`src/include/decode_cfg.svh`:
```
`ifndef DECODE_CFG_SVH
`define DECODE_CFG_SVH

// sizes fixed by the MIPS instruction format

// datapath and register word
`define DECODE_DATA_W      32

// general purpose register file
`define DECODE_REG_COUNT   32
`define DECODE_REG_ADDR_W  5

`endif

```
`src/logic/decode_pkg.sv`:
```
`include "decode_cfg.svh"

package decode_pkg;

	//////////////////////////////////////////////////
	// opcodes (instr[31:26])
	//////////////////////////////////////////////////
	localparam logic [5:0] OP_RTYPE = 6'h00;
	localparam logic [5:0] OP_J     = 6'h02;
	localparam logic [5:0] OP_JAL   = 6'h03;
	localparam logic [5:0] OP_BEQ   = 6'h04;
	localparam logic [5:0] OP_BNE   = 6'h05;
	localparam logic [5:0] OP_ADDI  = 6'h08;
	localparam logic [5:0] OP_ANDI  = 6'h0c;
	localparam logic [5:0] OP_ORI   = 6'h0d;
	localparam logic [5:0] OP_LUI   = 6'h0f;
	localparam logic [5:0] OP_LW    = 6'h23;
	localparam logic [5:0] OP_SW    = 6'h2b;

	// R-type function field (instr[5:0])
	localparam logic [5:0] FN_SLL = 6'h00;
	localparam logic [5:0] FN_SRL = 6'h02;
	localparam logic [5:0] FN_JR  = 6'h08;
	localparam logic [5:0] FN_ADD = 6'h20;
	localparam logic [5:0] FN_SUB = 6'h22;
	localparam logic [5:0] FN_AND = 6'h24;
	localparam logic [5:0] FN_OR  = 6'h25;
	localparam logic [5:0] FN_SLT = 6'h2a;

	// zero is nop, so a cleared control bundle is a bubble
	typedef enum logic [3:0] {
		ALU_NOP = 4'd0,
		ALU_ADD = 4'd1,
		ALU_SUB = 4'd2,
		ALU_AND = 4'd3,
		ALU_OR  = 4'd4,
		ALU_SLT = 4'd5,
		ALU_SLL = 4'd6,
		ALU_SRL = 4'd7,
		ALU_LUI = 4'd8
	} alu_op_e;

	//////////////////////////////////////////////////
	// instruction word, three views of the same 32 bits
	//////////////////////////////////////////////////
	typedef struct packed {
		logic [5:0]                    opcode;
		logic [`DECODE_REG_ADDR_W-1:0] rs;
		logic [`DECODE_REG_ADDR_W-1:0] rt;
		logic [`DECODE_REG_ADDR_W-1:0] rd;
		logic [4:0]                    shamt;
		logic [5:0]                    funct;
	} r_fields_t;

	typedef struct packed {
		logic [5:0]                    opcode;
		logic [`DECODE_REG_ADDR_W-1:0] rs;
		logic [`DECODE_REG_ADDR_W-1:0] rt;
		logic [15:0]                   imm;
	} i_fields_t;

	typedef struct packed {
		logic [5:0]  opcode;
		logic [25:0] index;	// word index inside the 256 MB region
	} j_fields_t;

	typedef union packed {
		r_fields_t r;
		i_fields_t i;
		j_fields_t j;
	} instr_u;

	//////////////////////////////////////////////////
	// control groups, one per downstream stage
	//////////////////////////////////////////////////
	typedef struct packed {
		alu_op_e alu_op;
		logic    alu_src_imm;	// operand b from sign_ext
		logic    reg_dst_rd;	// dest is rd, else rt
		logic    branch_eq;
		logic    branch_ne;
		logic    link;	// jal writes return address
		logic    jump;
		logic    jump_reg;
	} ex_ctrl_t;

	typedef struct packed {
		logic mem_read;
		logic mem_write;
	} mem_ctrl_t;

	typedef struct packed {
		logic reg_write;
		logic mem_to_reg;
	} wb_ctrl_t;

	typedef struct packed {
		ex_ctrl_t  ex;
		mem_ctrl_t mem;
		wb_ctrl_t  wb;
	} ctrl_t;

	// ID/EX register contents
	typedef struct packed {
		logic [`DECODE_DATA_W-1:0]     pc_next;
		logic [`DECODE_DATA_W-1:0]     reg1;
		logic [`DECODE_DATA_W-1:0]     reg2;
		logic [`DECODE_DATA_W-1:0]     sign_ext;
		logic [`DECODE_REG_ADDR_W-1:0] rs;
		logic [`DECODE_REG_ADDR_W-1:0] rt;
		logic [`DECODE_REG_ADDR_W-1:0] rd;
		logic [4:0]                    shamt;
		ctrl_t                         ctrl;
	} id_ex_t;

	// write port coming back from write-back
	typedef struct packed {
		logic                          we;
		logic [`DECODE_REG_ADDR_W-1:0] addr;
		logic [`DECODE_DATA_W-1:0]     data;
	} wb_write_t;

endpackage

```
`src/logic/control_decoder.sv`:
```
`timescale 1ns/1ps
`include "decode_cfg.svh"

module control_decoder (
	input  decode_pkg::instr_u instr,
	output decode_pkg::ctrl_t  ctrl
);
	import decode_pkg::*;

	always_comb
	begin
		ctrl = '0;	// unknown opcode leaves everything cleared
		case (instr.j.opcode)
			OP_RTYPE:
			begin
				case (instr.r.funct)
					FN_ADD: ctrl.ex.alu_op = ALU_ADD;
					FN_SUB: ctrl.ex.alu_op = ALU_SUB;
					FN_AND: ctrl.ex.alu_op = ALU_AND;
					FN_OR:  ctrl.ex.alu_op = ALU_OR;
					FN_SLT: ctrl.ex.alu_op = ALU_SLT;
					FN_SLL: ctrl.ex.alu_op = ALU_SLL;
					FN_SRL: ctrl.ex.alu_op = ALU_SRL;
					FN_JR:  ctrl.ex.jump_reg = 1'b1;	// no write back
					default: ctrl.ex.alu_op = ALU_NOP;
				endcase
				// every computing function writes rd
				if (ctrl.ex.alu_op != ALU_NOP)
				begin
					ctrl.ex.reg_dst_rd = 1'b1;
					ctrl.wb.reg_write  = 1'b1;
				end
			end
			OP_LW:
			begin
				ctrl.ex.alu_op      = ALU_ADD;	// base + offset
				ctrl.ex.alu_src_imm = 1'b1;
				ctrl.mem.mem_read   = 1'b1;
				ctrl.wb.reg_write   = 1'b1;
				ctrl.wb.mem_to_reg  = 1'b1;
			end
			OP_SW:
			begin
				ctrl.ex.alu_op      = ALU_ADD;
				ctrl.ex.alu_src_imm = 1'b1;
				ctrl.mem.mem_write  = 1'b1;
			end
			OP_BEQ:
			begin
				ctrl.ex.alu_op    = ALU_SUB;	// compare by subtraction
				ctrl.ex.branch_eq = 1'b1;
			end
			OP_BNE:
			begin
				ctrl.ex.alu_op    = ALU_SUB;
				ctrl.ex.branch_ne = 1'b1;
			end
			OP_ADDI, OP_ANDI, OP_ORI, OP_LUI:
			begin
				ctrl.ex.alu_src_imm = 1'b1;
				ctrl.wb.reg_write   = 1'b1;
				case (instr.j.opcode)
					OP_ADDI: ctrl.ex.alu_op = ALU_ADD;
					OP_ANDI: ctrl.ex.alu_op = ALU_AND;
					OP_ORI:  ctrl.ex.alu_op = ALU_OR;
					default: ctrl.ex.alu_op = ALU_LUI;
				endcase
			end
			OP_J:
				ctrl.ex.jump = 1'b1;
			OP_JAL:
			begin
				ctrl.ex.jump      = 1'b1;
				ctrl.ex.link      = 1'b1;	// return address to $ra
				ctrl.wb.reg_write = 1'b1;
			end
			default:
				ctrl = '0;
		endcase
	end

endmodule

```
`src/logic/decode_top.sv`:
```
`timescale 1ns/1ps
`include "decode_cfg.svh"

module decode_top (
	input  logic                      clk,
	input  logic                      reset,
	input  logic [`DECODE_DATA_W-1:0] pc_next,	// PC+4 from fetch
	input  decode_pkg::instr_u        instr,
	input  decode_pkg::wb_write_t     wb,
	input  logic                      flush,
	output decode_pkg::id_ex_t        id_ex,
	output logic                      stall,
	output logic                      jump_taken,
	output logic [`DECODE_DATA_W-1:0] jump_target
);
	import decode_pkg::*;

	ctrl_t                     ctrl;
	logic [`DECODE_DATA_W-1:0] read1;
	logic [`DECODE_DATA_W-1:0] read2;
	logic [`DECODE_DATA_W-1:0] jump_addr;

	//////////////////////////////////////////////////
	// decode and register read, side by side
	//////////////////////////////////////////////////
	control_decoder u_control (
		.instr (instr),
		.ctrl  (ctrl)
	);

	register_file u_regs (
		.clk     (clk),
		.reset   (reset),
		.wb      (wb),
		.rs_addr (instr.r.rs),
		.rt_addr (instr.r.rt),
		.read1   (read1),
		.read2   (read2)
	);

	id_ex_stage u_stage (
		.clk     (clk),
		.reset   (reset),
		.instr   (instr),
		.ctrl    (ctrl),
		.read1   (read1),
		.read2   (read2),
		.pc_next (pc_next),
		.flush   (flush),
		.id_ex   (id_ex),
		.stall   (stall)
	);

	//////////////////////////////////////////////////
	// jump resolution in ID
	//////////////////////////////////////////////////
	// jr takes rs, J-type keeps the upper PC bits
	always_comb
	begin
		if (ctrl.ex.jump_reg)
			jump_addr = read1;
		else
			jump_addr = {pc_next[`DECODE_DATA_W-1 -: 4], instr.j.index, 2'b00};
	end

	assign jump_taken  = !flush && (ctrl.ex.jump || ctrl.ex.jump_reg);
	assign jump_target = flush ? '0 : jump_addr;	// quiet while squashed

endmodule

```
`src/logic/id_ex_stage.sv`:
```
`timescale 1ns/1ps
`include "decode_cfg.svh"

module id_ex_stage (
	input  logic                      clk,
	input  logic                      reset,
	input  decode_pkg::instr_u        instr,
	input  decode_pkg::ctrl_t         ctrl,
	input  logic [`DECODE_DATA_W-1:0] read1,
	input  logic [`DECODE_DATA_W-1:0] read2,
	input  logic [`DECODE_DATA_W-1:0] pc_next,
	input  logic                      flush,
	output decode_pkg::id_ex_t        id_ex,
	output logic                      stall
);
	import decode_pkg::*;

	logic   load_use;
	logic   rs_match;
	logic   rt_match;
	id_ex_t id_ex_next;

	//////////////////////////////////////////////////
	// load-use hazard
	//////////////////////////////////////////////////
	// the lw now in EX delivers its data too late for the
	// instruction in ID, so hold fetch one cycle
	assign rs_match = (id_ex.rt == instr.r.rs);
	assign rt_match = (id_ex.rt == instr.r.rt);

	assign load_use = id_ex.ctrl.mem.mem_read
		&& (id_ex.rt != '0)	// $zero never carries a dependency
		&& (rs_match || rt_match);

	assign stall = load_use && !flush;

	//////////////////////////////////////////////////
	// next register contents
	//////////////////////////////////////////////////
	always_comb
	begin
		id_ex_next.pc_next  = pc_next;
		id_ex_next.reg1     = read1;
		id_ex_next.reg2     = read2;
		// 16 bit immediate to full width, signed
		id_ex_next.sign_ext = {{(`DECODE_DATA_W-16){instr.i.imm[15]}}, instr.i.imm};
		id_ex_next.rs       = instr.r.rs;
		id_ex_next.rt       = instr.r.rt;
		id_ex_next.rd       = instr.r.rd;
		id_ex_next.shamt    = instr.r.shamt;

		if (load_use)
			id_ex_next.ctrl = '0;	// bubble, data fields still load
		else
			id_ex_next.ctrl = ctrl;
	end

	//////////////////////////////////////////////////
	// ID/EX register
	//////////////////////////////////////////////////
	always_ff @(posedge clk or posedge reset)
	begin
		if (reset)
		begin
			id_ex <= '0;
		end
		else if (flush)
		begin
			id_ex <= '0;	// squash the whole slot
		end
		else
		begin
			id_ex <= id_ex_next;
		end
	end

endmodule

```
`src/logic/register_file.sv`:
```
`timescale 1ns/1ps
`include "decode_cfg.svh"

module register_file (
	input  logic                          clk,
	input  logic                          reset,
	input  decode_pkg::wb_write_t         wb,
	input  logic [`DECODE_REG_ADDR_W-1:0] rs_addr,
	input  logic [`DECODE_REG_ADDR_W-1:0] rt_addr,
	output logic [`DECODE_DATA_W-1:0]     read1,
	output logic [`DECODE_DATA_W-1:0]     read2
);

	logic [`DECODE_DATA_W-1:0] regs [`DECODE_REG_COUNT];

	// one read port, with write-through and $zero
	function automatic logic [`DECODE_DATA_W-1:0] read_port(
		input logic [`DECODE_REG_ADDR_W-1:0] addr
	);
		if (addr == '0)
			return '0;
		else if (wb.we && (wb.addr == addr))
			return wb.data;	// bypass the write landing this cycle
		else
			return regs[addr];
	endfunction

	//////////////////////////////////////////////////
	// write port
	//////////////////////////////////////////////////
	always_ff @(posedge clk or posedge reset)
	begin
		if (reset)
		begin
			for (int i = 0; i < `DECODE_REG_COUNT; i++)
				regs[i] <= '0;
		end
		else if (wb.we && (wb.addr != '0))
		begin
			regs[wb.addr] <= wb.data;	// writes to $zero dropped
		end
	end

	always_comb
	begin
		read1 = read_port(rs_addr);
		read2 = read_port(rt_addr);
	end

endmodule

```
`config.mk`:
```
export PLATFORM = sky130hd
export DESIGN_NAME = decode_top
export DESIGN_NICKNAME = d
export VERILOG_FILES = /design/src/logic/decode_pkg.sv /design/src/logic/control_decoder.sv /design/src/logic/decode_top.sv /design/src/logic/id_ex_stage.sv /design/src/logic/register_file.sv
export VERILOG_INCLUDE_DIRS = /design/src /design/src/include
export SDC_FILE = /design/constraint.sdc
export NUM_CORES = 2
export LEC_CHECK = 0
export ABC_CLOCK_PERIOD_IN_PS = 85800
export BUFFER_PORTS_ARGS = -buffer_cell sky130_fd_sc_hd__clkbuf_2
export CORE_MARGIN = 5
export CORE_UTILIZATION = 35
export CTS_CLUSTER_DIAMETER = 50
export DETAILED_ROUTE_END_ITERATION = 12
export RECOVER_POWER = 25
export SYNTH_ARGS = -nofsm -noshare
export SYNTH_HDL_FRONTEND = slang
export SYNTH_SLANG_ARGS = --single-unit
```
`constraint.sdc`:
```
create_clock -name clk -period 85.8 [get_ports clk]
set_clock_uncertainty 0.05 [all_clocks]
set_input_delay 4.29 -clock clk [delete_from_list [all_inputs] [get_ports clk]]
set_output_delay 4.29 -clock clk [all_outputs]
set_load 0.02 [all_outputs]
```
# == Word-level counts from Yosys, hierarchy flattened ==
# Index checks and enable logic that the tools add are counted.
# totals
ff_bits,1187
in_bits,105
output_inout_bits,197
# classes
n_lt_le_gt_ge,4
eq_ne,21
muxes,33
bitwise_logic,3
n_reduce_logical,24
# op_table
operator,count
bitwise mux 1024 bit,1
2-to-1 mux 32 bit,11
binary-select mux 32 bit (select 5 bit),2
2-to-1 mux 163 bit,1
demux 32 bit (select 5 bit),1
"equality test 6 bit, second input constant",7
"equality test 6 x 4 -> 1 bit, second input constant",5
case mux 3 bit (7 select lines),1
equality test 5 bit,4
"equality test 6 x 2 -> 1 bit, second input constant",3
">= comparator 6 bit, second input constant",3
NOT 5 -> 6 bit,3
case mux 4 bit (4 select lines),1
2-to-1 mux 15 bit,1
"equality test 6 x 3 -> 1 bit, second input constant",2
logical NOT 6 bit,2
case mux 4 bit (3 select lines),1
OR reduction 6 bit,2
2-to-1 mux 1 bit,11
logical NOT 5 bit,2
nonzero test 5 bit,2
logical AND 1 bit,8
"less-than comparator 6 x 1 -> 1 bit, second input constant",1
OR reduction 2 bit,3
other kinds (6),7

# == Depth between registers and ports, before layout ==
# logic_depth
depth_word,8
ltp_mapped,12
mapped_depth_nobuf,6

# == By module ==
# From an unflattened synthesis, not the netlist that was laid out.
# unflattened
hier_cells,4321
area_unflattened_um2,60910.9
# by_module_without_submodules
mod,instances,cells_each,area_each_um2,seq_area_each_um2
register_file,1,3843,55221.7,25624.6
id_ex_stage,1,351,4830.9,3428.3
decode_top,1,71,521.8,0.0
control_decoder,1,56,336.6,0.0

# == Worst setup path after synthesis ==
# No wires, ideal clock.
# synth_path
path_type,input to output
from,in instr[21] in the netlist's numbering
to,out jump_target[19]
arrival_ps,6201
required_ps,81460
setup_slack_ps,75259
stages,9
path_buffers,5
path_cell_list,buf_6 -> buf_12 -> buf_6 -> buf_6 -> nor2_1 -> nor2_1 -> nand2_1 -> buf_2 -> o31ai_1
# synth_between
elab_chain_len,8
elab_cells_between_ends,11
classes_between,eq/ne: 1; mux: 7; bitwise: 1; reduce/logical: 2
# synth_rtl
item,line,rtl
from (decl),decode_top.sv:8,"input decode_pkg::instr_u instr,"
NOT 5 -> 6 bit (not written as such),register_file.sv:25,return regs[addr];
binary-select mux 32 bit (select 5 bit),register_file.sv:25,
2-to-1 mux 32 bit (not written as such) (2 in a row),register_file.sv:25,
2-to-1 mux 32 bit,register_file.sv:22,else if (wb.we && (wb.addr == addr))
2-to-1 mux 32 bit *,register_file.sv:20,if (addr == '0)
2-to-1 mux 32 bit *,decode_top.sv:60,if (ctrl.ex.jump_reg)
2-to-1 mux 32 bit *,decode_top.sv:67,assign jump_target = flush ? '0 : jump_addr;
to (decl),decode_top.sv:14,output logic [`DECODE_DATA_W-1:0] jump_target
# Every way passes the cells marked *; elsewhere a longest branch is shown, timed or not. The select of a mux whose other input is x is not followed.

==> results.cfg <==
[run_status]
status = complete, but fails checks
violations = capacitance limit, slew limit

[pwr]
power.total_mw = 1.58
p_leak_nw = 29.5
max-vdd-ir-drop_mv = 0.0195
intPower_mw = 1.14
seqPwrFrac = 0.450
power_density_nw_per_um2 = 23.5
p_comb_frac = 0.192
switchingPower_uw = 441
clockPowerShare = 0.357
switching_share = 0.279

[route]
ant_nets = 0
detail_route.wirelength_um = 208000
drcViolationCount = 0
vias = 40286
vias_per_cell = 6.07
firstDrtPassIters = 6
avgRoutedWirePerCell_um = 31.3
drtIter0Drc = 3982

[placed_design]
place_area_sq_um = 63100
dp_hpwl_um = 127000
dpl_worst_slack_ns = 72.76
port_buffers = 301
dp_cells = 6388
gp_congestion = 0.839

[cts]
cts_root_buf = clkbuf_16
clockBufferDepth = 3
clock_latency_ns = 0.77
postCtsHoldBufs = 0
postCtsSetupBuffers = 0
htreeDepth = 4
numCtsBuffers = 133
cts_sinks = 1160
cts_resized = 0
cts_tree = yes
clk_pin_slew_ns = 0.06

[logic_synthesis]
synth-seq-cells = 1160
synth_compound_area_frac = 0.0517
synth_warnings = 0
synth_cells = 4237
netlist.area_leader.share = 0.485
synth_nets = 4342
synth_edf_count = 0
synth.most_common_cell = dfrtp_1
synth_xor_area_frac = 0.00307
syn_area_per_cell_sq_um = 14.1
synth_fa_ha_area_frac = 0
synth_ff_type = dfrtp_1
syn_area_sq_um = 59900
synthTopCellsByCount = dfrtp_1, mux2_2, mux4_2
synth.distinct_cells = 82
synthMuxAreaShare = 0.379
synth_top_family_by_area = multiplexers
yosys.area_share.simple = 0.0417
synth_area_leaders = dfrtp_1, mux2_2, mux4_2, mux2i_1, a22oi_1
synth_top_area_cell = dfrtp_1
synthArstFlopShare = 1.00
yosysSeqAreaShare = 0.485

[sta]
final_max_slew_viol_count = 599
rsz0062_at_grt = false
fmax_mhz = 68.3
period_needed_ns = 14.65
post-route-period-util = 0.171
setup_viol_count_final = 0
tightest_slew_ns = 8.80
tns_ns = 0
layout_setup_ws_ns = 71.15
slew-limit-headroom = -4.86
hold_viol = 0

[die]
die_w_um = 424
design.core.area_sq_um = 170000
core.rowCount = 151
die_height_um = 424
die-area_sq_um = 180000
start_util = 0.353
pin_count = 302

[critical_path]
crit_slowest_cell = clkbuf_1
reg2reg_setup_slack_ns = 83.23
reg2reg_depth = 5
cp-start-kind = input pin
crit_chain = clkbuf_2 > clkinvlp_2 > clkbuf_1
path_class = in2async
cp_data_arrival_time_ns = 13.25
crit_required_ns = 84.41
crit_fanout = 159
endpoint_kind = asynchronous set/reset pin
slowest_delay_ns = 6.27

[global_route]
grt_pass1_wl_um = 301000
track_usage = 0.228
grt_pass1_vias = 41048
antenna_found_initial = 15
grt_max_degree = 160
overflow = 0

[min_path]
hold_path_class = reg2reg
hold_depth = 0

[layout]
nets = 4410
fillers = 15663
area_growth_pct = 12.3
layout-drive-gt1-share = 0.473
instances_no_fill = 6632
final_area_sq_um = 67300

[run]
max_cap_violations = 7
-- sequential cells by signal, summed over array words and instances, names as in the netlist --
register	cells
u_regs.regs	1024
u_stage.id_ex	136
-- cells by family (layout without fill, tap and decap cells) --
kind of cell	count (synthesis)	count (layout)
other	0	11
buffers and inverters	490	656
AND/OR/NAND/NOR	505	505
flip-flops	1160	1160
multiplexers	1633	1633
XOR/XNOR	21	21
AO/OA/AOI/OAI	428	428
-- final timing paths --
kind,from,to
min reg2reg,u_regs.regs[1000]$_DFFE_PP0P_,u_regs.regs[1000]$_DFFE_PP0P_
min,u_regs.regs[1000]$_DFFE_PP0P_,u_regs.regs[1000]$_DFFE_PP0P_
max,reset,u_regs.regs[213]$_DFFE_PP0P_
max reg2reg,u_stage.id_ex[27]$_DFF_PP0_,u_stage.id_ex[2]$_DFF_PP0_
max in group clk,instr[21],jump_target[29]
min in group asynchronous,reset,u_stage.id_ex[159]$_DFF_PP0_
-- power groups by stage --
stage / registers (mW) / logic, mW / clock network, mW
2_1_floorplan: 0.705 / 0.229 / 0
3_3_place_gp: 0.714 / 0.299 / 0
4_1_cts: 0.709 / 0.305 / 0.576
6_report: 0.713 / 0.305 / 0.566
5_1_grt: 0.723 / 0.326 / 0.597
3_5_place_dp: 0.719 / 0.304 / 0
-- worst max-delay path: cells and delay by family --
| kind | cells | cell delay (ns) |
|---|---|---|
| buf+inv | 3 | 8.67 |
-- metrics by stage --
stage,util,hold slack [ns]
after floorplan,-,0.391
after global placement,0.371,0.326
after detailed placement,0.371,0.334
after CTS,0.397,0.347
after global routing,0.396,0.355
final,0.396,0.345
-- metal layers --
metal / track usage / vias up / share of wire / wire length (um)
met5: 0 / - / 0.00014 / 30
met4: 0.110 / 6 / 0.053 / 10900
met3: 0.0416 / 476 / 0.072 / 15000
met2: 0.369 / 1818 / 0.47 / 98300
met1: 0.298 / 21769 / 0.40 / 83500
li1: - / 16217 / - / -
-- cell usage in the layout, fill, tap and decap left out, types with 8 or more instances in the layout --
master	instances
nand3_1	43
o21ai_0	15
clkbuf_16	137
mux4_2	400
nand2_2	16
nor4_1	8
nand4_1	10
nor2_1	104
diode_2	11
a21oi_1	27
clkbuf_1	41
buf_4	108
dfrtp_1	1160
clkinv_2	14
nand2_1	122
xnor2_1	13
nor3_1	50
mux2_2	1011
nor2_4	14
a31oi_1	13
mux2i_1	216
a22oi_1	213
nor2b_1	67
o22ai_1	83
clkbuf_2	293
a211oi_1	9
clkbuf_8	23
xor2_1	8
-- area by class of cell --
type                    instances  area [sq um]  area share
flip-flops and latches       1160         29000       0.431
diodes                         11          27.5    0.000409
clock inverters                41           432     0.00642
multi-input cells            2587         28700       0.427
well taps                    2218          2780      0.0412
inverters                       8          31.3    0.000465
repair buffers                415          2410      0.0358
clock buffers                 192          3850      0.0573
No activity file was read; power rests on OpenSTA's default activity.
